==> src/logic/ics32_periph_settings.svh <==
// sizes and address map of the peripheral subsystem
// included by the packages and by every module that needs a width

`ifndef ICS32_PERIPH_SETTINGS_SVH
`define ICS32_PERIPH_SETTINGS_SVH

// bus address width and the bits that pick a region
`define ADDR_BITS 24
`define REGION_MSB 23
`define REGION_LSB 20

// cpu ram is 8192 words of 32 bits
`define RAM_WORDS 8192
`define RAM_ADDR_BITS 13

// red led lit out of reset
`define STATUS_RESET 2'b01

`define PAD_BITS 16

`endif

==> src/logic/soc_bus_pkg.sv <==
// bus side types: master request, subsystem response and the
// select word that the decoder hands to the arbiter and peripherals

`include "ics32_periph_settings.svh"

package soc_bus_pkg;

    // region number is address bits 23:20
    typedef enum logic [3:0] {
        REGION_RAM    = 4'd0,
        REGION_STATUS = 4'd1,
        REGION_DSP    = 4'd2,
        REGION_PAD    = 4'd3,
        REGION_IRQ    = 4'd4,
        REGION_NONE   = 4'hf
    } region_e;

    // nonzero wstrb marks a write
    typedef struct packed {
        logic [`ADDR_BITS-1:0] address;
        logic                  valid;
        logic [3:0]            wstrb;
        logic [31:0]           write_data;
    } bus_req_t;

    typedef struct packed {
        logic        ready;
        logic [31:0] read_data;
    } bus_rsp_t;

    // word is address bit 2
    typedef struct packed {
        region_e region;
        logic    en;
        logic    write;
        logic    word;
    } periph_sel_t;

endpackage

==> src/logic/soc_periph_pkg.sv <==
// peripheral side types: decoder states, gamepad control bits
// and the interrupt bit layout

package soc_periph_pkg;

    typedef enum logic [1:0] {
        DEC_IDLE = 2'd0,
        DEC_WAIT = 2'd1,
        DEC_DONE = 2'd2
    } dec_state_e;

    // latch is data bit 0, clk is data bit 1
    typedef struct packed {
        logic clk;
        logic latch;
    } pad_ctrl_t;

    // frame is bit 0, raster is bit 1
    typedef struct packed {
        logic raster;
        logic frame;
    } irq_bits_t;

endpackage

==> src/logic/pad_reader.sv <==
// gamepad reader backed by the three board buttons
// software raises latch to load, then toggles clk to shift bits out

`timescale 1ns/1ps
`include "ics32_periph_settings.svh"

module pad_reader import soc_bus_pkg::*, soc_periph_pkg::*; (
    input  logic        vdp_clk,
    input  logic        vdp_reset,
    input  periph_sel_t sel,
    input  logic [31:0] write_data,
    input  logic [2:0]  btn,
    output logic [31:0] read_data
);
    pad_ctrl_t              ctrl;
    logic                   pad_clk_r;
    logic [`PAD_BITS-1:0]   shift;

    always_ff @(posedge vdp_clk) begin
        if (vdp_reset) begin
            ctrl <= '0;
            pad_clk_r <= 1'b0;
        end else begin
            if (sel.en && sel.write && (sel.region == REGION_PAD)) begin
                ctrl <= write_data[1:0];
            end
            pad_clk_r <= ctrl.clk;
        end
    end

    always_ff @(posedge vdp_clk) begin
        if (vdp_reset) begin
            shift <= '0;
        end else begin
            // btn2 is B, btn1 left, btn3 right
            if (ctrl.latch) begin
                shift <= {8'h00, btn[2], btn[0], 5'b00000, btn[1]};
            end
            // rising edge of the pad clock wins over a load
            if (ctrl.clk && !pad_clk_r) begin
                shift <= {1'b0, shift[`PAD_BITS-1:1]};
            end
        end
    end

    assign read_data = {31'h0, shift[0]};

endmodule

==> config.mk <==
export PLATFORM = sky130hd
export DESIGN_NAME = pad_reader
export DESIGN_NICKNAME = d
export VERILOG_FILES = /design/src/logic/soc_bus_pkg.sv /design/src/logic/soc_periph_pkg.sv /design/src/logic/pad_reader.sv
export VERILOG_INCLUDE_DIRS = /design/src /design/src/logic
export SDC_FILE = /design/constraint.sdc
export NUM_CORES = 1
export LEC_CHECK = 0
export ABC_CLOCK_PERIOD_IN_PS = 950
export BUFFER_PORTS_ARGS = -buffer_cell sky130_fd_sc_hd__buf_2
export CAP_MARGIN = 20
export CORE_MARGIN = 8
export CORE_UTILIZATION = 34
export DETAILED_ROUTE_END_ITERATION = 16
export PLACE_DENSITY = 0.79
export SKIP_LAST_GASP = 1
export SLEW_MARGIN = 20
export SYNTH_ARGS = -nofsm -noshare
export SYNTH_HDL_FRONTEND = slang
export SYNTH_SLANG_ARGS = --single-unit
==> constraint.sdc <==
create_clock -name vdp_clk -period 0.95 [get_ports vdp_clk]
set_input_delay 0.095 -clock vdp_clk [delete_from_list [all_inputs] [get_ports vdp_clk]]
set_output_delay 0.095 -clock vdp_clk [all_outputs]
set_load 0.02 [all_outputs]
==> results of run 1 <==
## critical path, stage by stage (launching register included)
cell	delay, ps
dfxtp_1	390
and2b_2	230
nand2_1	70
a21oi_1	130
## per-stage QoR
| step | hold WS (ps) | total power, mW | util | cells | area [um2] |
|---|---|---|---|---|---|
| after floorplan | 174 | 0.698 | - | 110 | 825 |
| after global routing | 91.4 | 0.991 | 0.357 | 119 | 699 |
| after global placement | 357 | 0.627 | 0.338 | 115 | 663 |
| after CTS | 68.8 | 0.950 | 0.353 | 119 | 693 |
| after detailed placement | 370 | 0.629 | 0.338 | 115 | 663 |
| final | 75.5 | 0.940 | 0.357 | 119 | 699 |
## synthesized netlist by cell type
| library cell | number | area share |
|---|---|---|
| mux2_1 | 1 | 0.016 |
| a211oi_1 | 2 | 0.021 |
| nand2b_1 | 3 | 0.026 |
| conb_1 | 1 | 0.0053 |
| nor2b_1 | 2 | 0.018 |
| buf_2 | 1 | 0.0070 |
| nand2_1 | 5 | 0.026 |
| mux2i_1 | 4 | 0.056 |
| and2b_1 | 1 | 0.011 |
| nor2_1 | 2 | 0.011 |
| nand3b_1 | 5 | 0.053 |
| a21oi_1 | 5 | 0.035 |
| nor3_1 | 1 | 0.0070 |
| dfxtp_1 | 11 | 0.31 |
| buf_4 | 34 | 0.36 |
| nor3_4 | 1 | 0.023 |
| nand4_2 | 1 | 0.018 |
## kinds of logic (layout without fill, tap and decap cells)
group | Yosys count | in the layout
AO/OA/AOI/OAI | 7 | 7
buffers and inverters | 35 | 17
flip-flops | 11 | 11
multiplexers | 5 | 5
other | 1 | 31
AND/OR/NAND/NOR | 21 | 21
## state kept, by name, summed over array words and instances (netlist names)
name,count
shift,8
pad_clk_r,1
ctrl,2
## layout make-up
| class | count | area, um2 | share of cell area |
|---|---|---|---|
| Multi-Input combinational cell | 64 | 353 | 0.504 |
| Timing Repair Buffer | 13 | 65.1 | 0.0930 |
| Tap cell | 27 | 33.8 | 0.0483 |
| Clock buffer | 4 | 26.3 | 0.0376 |
| Sequential cell | 11 | 221 | 0.317 |
## timing repair
action                                  4_1_cts  5_1_grt
buffers inserted                              0        0
pin swaps                                     0        0
hold endpoints to repair                      0        0
endpoints found under the setup margin        7        4
resized for setup                             2        2
hold buffers                                  0        0
## metal layers
metal / vias to the layer above / wire length (um) / track usage
met1: 200 / 387 / 0.0638
li1: 220 / - / -
met3: 5 / 200 / 0.0206
met4: 0 / 26 / 0.0584
met2: 29 / 601 / 0.0990
met5: - / 0 / 0
## power by group through the flow
stage	Combinational, mW	Clock [mW]	Sequential (mW)
floorplan	0.223	0	0.474
global route	0.172	0.354	0.465
global placement	0.152	0	0.475
finish	0.159	0.317	0.465
CTS	0.154	0.332	0.465
detailed placement	0.154	0	0.475
## path summary, 6_finish.rpt
| path | slack [ps] | start | end |
|---|---|---|---|
| setup / recovery | 50 | ctrl[1]$_SDFFE_PP0P_ | shift[1]$_SDFFE_PP0P_ |
| setup reg to reg | 50 | ctrl[1]$_SDFFE_PP0P_ | shift[1]$_SDFFE_PP0P_ |
| hold / removal | 80 | write_data[0] | ctrl[0]$_SDFFE_PP0P_ |
| hold reg to reg | 450 | shift[3]$_SDFFE_PP0P_ | shift[2]$_SDFFE_PP0P_ |
==> impl_metrics.json, run 1 <==
{
  "insertion_delay_ps": 270,
  "drtPass1Iterations": 4,
  "switching_power_mw": 0.289,
  "io_pins": 76,
  "grt_pass1_vias": 405,
  "critPathRequiredTime_ps": 1140,
  "synth.cell_area_um2": 712,
  "clk_pin_slew_ps": 70,
  "synth_top_family_by_area": "buffers and inverters",
  "power.share.combinational": 0.169,
  "fp.coreArea_mm2": 0.00196,
  "place_ws_ps": -37.3,
  "num-nets-final": 137,
  "reg2reg_depth": 3,
  "drive_gt1_frac": 0.228,
  "grt_start_max_net_pins": 13,
  "io_buffers": 13,
  "synth_compound_area_frac": 0.0562,
  "gp_congestion": 0.734,
  "fmax_mhz": 1110,
  "yosys_warnings": 0,
  "ant_nets": 0,
  "setup-violations-final": 0,
  "fp-row-count": 16,
  "clock_path_buffers": 2,
  "ys_types": 17,
  "cts_buffers": 3,
  "p_per_area_mw_per_mm2": 1340,
  "vias": 454,
  "rsz0062_at_grt": "true",
  "fin_skew_ps": 9.17,
  "ir_drop_mv": 0.684,
  "cts_tree": "built",
  "htreeDepth": 1,
  "routed_wl_um": 1220,
  "die_x_um": 61.8,
  "die_y_um": 61.8,
  "start_util": 0.363,
  "hold_class": "primary input to register",
  "p_sw_frac": 0.308,
  "status": "finished, final reports clean",
  "dieArea_mm2": 0.00381,
  "p_int_mw": 0.651,
  "synthSimpleGateAreaFrac": 0.192,
  "synthCells": 80,
  "track_usage": 0.0626,
  "drv_cap": 0,
  "via_per_inst": 3.82,
  "clkSinkCount": 11,
  "grt_antenna_before_repair": 0,
  "post-route-period-util": 0.946,
  "diodes": 0,
  "synth_seq_cells": 11,
  "cts_root_buf": "clkbuf_4",
  "nFillCells": 212,
  "crit_arrival_ps": 1090,
  "critPathLaunchType": "register",
  "ys_seq_area_frac": 0.309,
  "grt-ovfl-total": 0,
  "detail_route.iter0.violations": 5,
  "layout_common_cells": "conb_1 (31), buf_2 (13), dfxtp_1 (10)",
  "remaining_drc_errors": 0,
  "syn_avg_cell_area_um2": 8.90,
  "finalHoldViolCount": 0,
  "clkPwrFrac": 0.337,
  "mostFrequentLayoutCell": "conb_1",
  "seqPwrFrac": 0.494,
  "crit_type": "register to register",
  "area_growth_pct": -1.76,
  "final-max-slew-violation-count": 0,
  "setup.worst_path.end_class": "register",
  "period_minus_slack_ps": 899,
  "setup_slack_ps": 51.4,
  "grt_pass1_wl_um": 1750,
  "setup_tns_ps": 0,
  "synthXorXnorAreaFrac": 0,
  "hpwl_um": 1040,
  "leakage_nw": 0.316,
  "synth_mux_area_frac": 0.0721,
  "synth_fa_ha_area_frac": 0,
  "wl_per_cell_um": 10.2,
  "critPathMaxFanout": 6,
  "hold_depth": 3
}
No activity file was read; power rests on OpenSTA's default activity.
==> inputs of run 2 (changes only) <==
Settings changed: CORE_UTILIZATION 34 to 30, PLACE_DENSITY 0.79 to 0.71.
==> impl_metrics.json, run 2 (synthesized netlist as in run 1, its figures left out) <==
{
  "hpwl_um": 1010,
  "largest_reg_flops": 8,
  "htreeDepth": 1,
  "reg_top3": "shift (8), ctrl (2), pad_clk_r (1)",
  "cts_tree": "built",
  "final_area_um2": 701,
  "gp_congestion": 0.651,
  "num-nets-final": 137,
  "clkPwrFrac": 0.330,
  "clock_path_buffers": 2,
  "setup.worst_path.end_class": "register",
  "status": "finished, final reports clean",
  "crit_arrival_ps": 1070,
  "fmax_mhz": 1140,
  "ant_nets": 0,
  "rsz0062_at_grt": "true",
  "crit_family": "flip-flops",
  "drtPass1Iterations": 3,
  "p_sw_frac": 0.300,
  "largest-register": "shift",
  "post-cts-setup-buffers": 0,
  "seqPwrFrac": 0.500,
  "grt_start_max_net_pins": 13,
  "die_x_um": 64.7,
  "whs_ps": 91.9,
  "critPathLaunchType": "register",
  "diodes": 0,
  "track_usage": 0.0555,
  "post-route-util": 0.314,
  "crit_path_cell_trace": "and2b_2 -> nand2_1 -> a21oi_1",
  "area_growth_pct": -1.58,
  "drive_gt1_frac": 0.228,
  "grt_antenna_before_repair": 0,
  "routed_wl_um": 1170,
  "grt-ovfl-total": 0,
  "insertion_delay_ps": 260,
  "via_per_inst": 3.79,
  "cts_hold_buf": 0,
  "clkSinkCount": 11,
  "grt_pass1_wl_um": 1920,
  "ir_drop_mv": 0.789,
  "cpPeakStageDelay_ps": 380,
  "dpl_cell_area_um2": 664,
  "cts_buffers": 3,
  "dieArea_mm2": 0.00419,
  "hold_class": "primary input to register",
  "fp-row-count": 17,
  "grt_pass1_vias": 481,
  "critPathSlowestCell": "dfxtp_1",
  "die_y_um": 64.7,
  "io_pins": 76,
  "post-route-period-util": 0.924,
  "place_ws_ps": -62.3,
  "drv_cap": 0,
  "switching_power_mw": 0.279,
  "io_buffers": 13,
  "setup_slack_ps": 71.8,
  "wl_per_cell_um": 9.71,
  "period_minus_slack_ps": 878,
  "critPathRequiredTime_ps": 1140,
  "setup-violations-final": 0,
  "p_int_mw": 0.651,
  "cts_root_buf": "clkbuf_4",
  "fp.coreArea_mm2": 0.00223,
  "power.share.combinational": 0.170,
  "start_util": 0.319,
  "critPathMaxFanout": 6,
  "crit_buf_inv": 0,
  "detail_route.iter0.violations": 3,
  "finalHoldViolCount": 0,
  "layout_common_cells": "conb_1 (31), buf_2 (13), dfxtp_1 (10)",
  "final-max-slew-violation-count": 0,
  "clk_pin_slew_ps": 70,
  "vias": 455,
  "fin_skew_ps": 2.90,
  "mostFrequentLayoutCell": "conb_1",
  "leakage_nw": 0.316,
  "crit_type": "register to register",
  "p_per_area_mw_per_mm2": 1330,
  "remaining_drc_errors": 0
}
run 2: area by class of cell:
| type | instances | area, um2 |
|---|---|---|
| Fill cell | 255 | 1530 |
| Clock buffer | 4 | 26.3 |
| Timing Repair Buffer | 13 | 65.1 |
| Multi-Input combinational cell | 64 | 353 |
| Tap cell | 28 | 35.0 |
| Sequential cell | 11 | 221 |
run 2: worst paths after layout:
path,start,end,slack [ps],cells past startpoint
setup / recovery,ctrl[1]$_SDFFE_PP0P_,shift[3]$_SDFFE_PP0P_,70,3
hold / removal,write_data[0],ctrl[0]$_SDFFE_PP0P_,90,3
setup reg to reg,ctrl[1]$_SDFFE_PP0P_,shift[3]$_SDFFE_PP0P_,70,3
hold reg to reg,shift[5]$_SDFFE_PP0P_,shift[4]$_SDFFE_PP0P_,460,2
run 2: worst min-delay path: stages:
cell      delay [ps]
buf_2            100
nand2b_1          60
mux2i_1           60
run 2: power groups by stage:
| stage | combinational [mW] | clock (mW) | sequential [mW] |
|---|---|---|---|
| 2_1_floorplan | 0.223 | 0 | 0.474 |
| 3_3_place_gp | 0.151 | 0 | 0.475 |
| 3_5_place_dp | 0.153 | 0 | 0.475 |
| 4_1_cts | 0.153 | 0.323 | 0.465 |
| 5_1_grt | 0.171 | 0.338 | 0.465 |
| 6_report | 0.158 | 0.307 | 0.465 |
run 2: per-layer routing:
layer | routed length (um) | track usage | vias to the layer above
li1 | - | - | 220
met1 | 413 | 0.0523 | 209
met2 | 606 | 0.0981 | 26
met3 | 145 | 0.0189 | 0
met4 | 0 | 0.0409 | 0
met5 | 0 | 0 | -
run 2: metrics by stage:
step / power [mW] / TNS, ps / std cells
5_1_grt: 0.973 / -23.2 / 120
3_5_place_dp: 0.628 / -110 / 116
4_1_cts: 0.941 / 0 / 120
2_1_floorplan: 0.698 / 0 / 110
6_report: 0.930 / 0 / 120
3_3_place_gp: 0.626 / 0 / 116
run 2: repair_timing:
item / CTS / global route
hold endpoints to repair: 0 / 0
resized for setup: 2 / 2
endpoints found under the setup margin: 3 / 4
==> inputs of run 3 (changes only) <==
Settings changed: PLACE_DENSITY 0.71 to 0.77.
==> impl_metrics.json, run 3 (synthesized netlist as in run 1, its figures left out) <==
{
  "nFillCells": 253,
  "clkSinkCount": 11,
  "finalHoldViolCount": 0,
  "drive_gt1_frac": 0.258,
  "cpPeakStageDelay_ps": 320,
  "power.share.combinational": 0.171,
  "area_growth_pct": 0.351,
  "insertion_delay_ps": 260,
  "gp_congestion": 0.700,
  "fin_skew_ps": 2.79,
  "hold_class": "primary input to register",
  "die_x_um": 64.7,
  "grt_pass1_vias": 479,
  "largest-register": "shift",
  "grt_antenna_before_repair": 0,
  "crit_arrival_ps": 1100,
  "layout_common_cells": "conb_1 (31), buf_2 (13), dfxtp_1 (9)",
  "drv_cap": 0,
  "htreeDepth": 1,
  "grt-ovfl-total": 0,
  "post-route-period-util": 0.953,
  "setup-violations-final": 0,
  "cts_root_buf": "clkbuf_4",
  "leakage_nw": 0.324,
  "status": "finished, final reports clean",
  "critPathMaxFanout": 6,
  "io_pins": 76,
  "io_buffers": 13,
  "remaining_drc_errors": 0,
  "multi_input_comb_area_um2": 358,
  "hpwl_um": 1020,
  "start_util": 0.319,
  "critPathLaunchType": "register",
  "track_usage": 0.0572,
  "place_ws_ps": -22.8,
  "fp-row-count": 17,
  "seq_area_um2": 223,
  "vias": 465,
  "p_int_mw": 0.652,
  "switching_power_mw": 0.281,
  "finalPower_mw": 0.933,
  "crit_type": "register to register",
  "setup_tns_ps": 0,
  "crit_family": "simple AND/OR/NAND/NOR gates",
  "via_per_inst": 3.84,
  "routed_wl_um": 1200,
  "cts_tree": "built",
  "critPathSlowestCell": "dfxtp_1",
  "ant_nets": 0,
  "num-nets-final": 138,
  "fp.coreArea_mm2": 0.00223,
  "reg_top3": "shift (8), ctrl (2), pad_clk_r (1)",
  "critPathRequiredTime_ps": 1140,
  "crit_path_cell_trace": "and2b_2 -> buf_4 -> nor3_1",
  "wl_per_cell_um": 9.94,
  "grt_start_max_net_pins": 13,
  "setup.worst_path.end_class": "register",
  "clkPwrFrac": 0.330,
  "seqPwrFrac": 0.498,
  "mostFrequentLayoutCell": "conb_1",
  "fmax_mhz": 1100,
  "detail_route.iter0.violations": 4,
  "setup_slack_ps": 44.3,
  "p_per_area_mw_per_mm2": 1310,
  "period_minus_slack_ps": 906,
  "drtPass1Iterations": 2,
  "clock_path_buffers": 2,
  "grt_pass1_wl_um": 1940,
  "clk_pin_slew_ps": 70,
  "p_sw_frac": 0.301,
  "final-max-slew-violation-count": 0,
  "diodes": 0,
  "cts_buffers": 3,
  "crit_buf_inv": 1,
  "ir_drop_mv": 0.526,
  "die_y_um": 64.7,
  "largest_reg_flops": 8,
  "cts_hold_buf": 0,
  "rsz0062_at_grt": "false",
  "dieArea_mm2": 0.00419
}
## run 3: cell types whose count changed in the layout (fill, tap and decap cells not counted), sizes merged
cell | previous run | this run
buf | 13 | 14
## run 3: cell type report
cell class | count | area share
Multi-Input combinational cell | 64 | 0.501
Clock buffer | 4 | 0.0368
Timing Repair Buffer | 14 | 0.102
Tap cell | 28 | 0.0490
Sequential cell | 11 | 0.312
## run 3: per-stage QoR
step	cell area [um2]	hold slack [ps]	util	cells
finish	714	93.7	0.320	121
global route	714	106	0.320	121
CTS	694	96.5	0.311	120
detailed placement	664	383	0.297	116
global placement	664	358	0.297	116
floorplan	825	174	-	110
## run 3: worst paths after layout
path / start / to / slack [ps] / cells past startpoint
max: pad_clk_r$_SDFF_PP0_ / shift[7]$_SDFFE_PP0P_ / 40 / 3
min: write_data[0] / ctrl[0]$_SDFFE_PP0P_ / 90 / 3
max reg2reg: pad_clk_r$_SDFF_PP0_ / shift[7]$_SDFFE_PP0P_ / 40 / 3
min reg2reg: shift[6]$_SDFFE_PP0P_ / shift[5]$_SDFFE_PP0P_ / 460 / 2
## run 3: repair_timing
item / in CTS / in global routing
endpoints found under the setup margin: 2 / 2
resized for setup: 2 / 4
endpoints found under the hold margin: 0 / 0
setup buffers: 0 / 1
## run 3: power by group through the flow
stage                     clock [mW]  sequential [mW]  combinational [mW]
after floorplan                    0            0.474               0.223
after global placement             0            0.475               0.151
after detailed placement           0            0.475               0.154
after CTS                      0.314            0.465               0.154
after global routing           0.342            0.465               0.175
final                          0.308            0.465               0.160
## run 3: worst min-delay path, stage by stage
cell and delay [ps]:
buf_2 100, nand2b_1 60, mux2i_1 60
## run 3: layer usage
layer	global-route usage	vias up	part of all wire
li1	-	221	-
met1	0.0493	203	0.35
met2	0.0981	37	0.46
met3	0.0326	4	0.16
met4	0.0409	0	0.021
met5	0	-	0
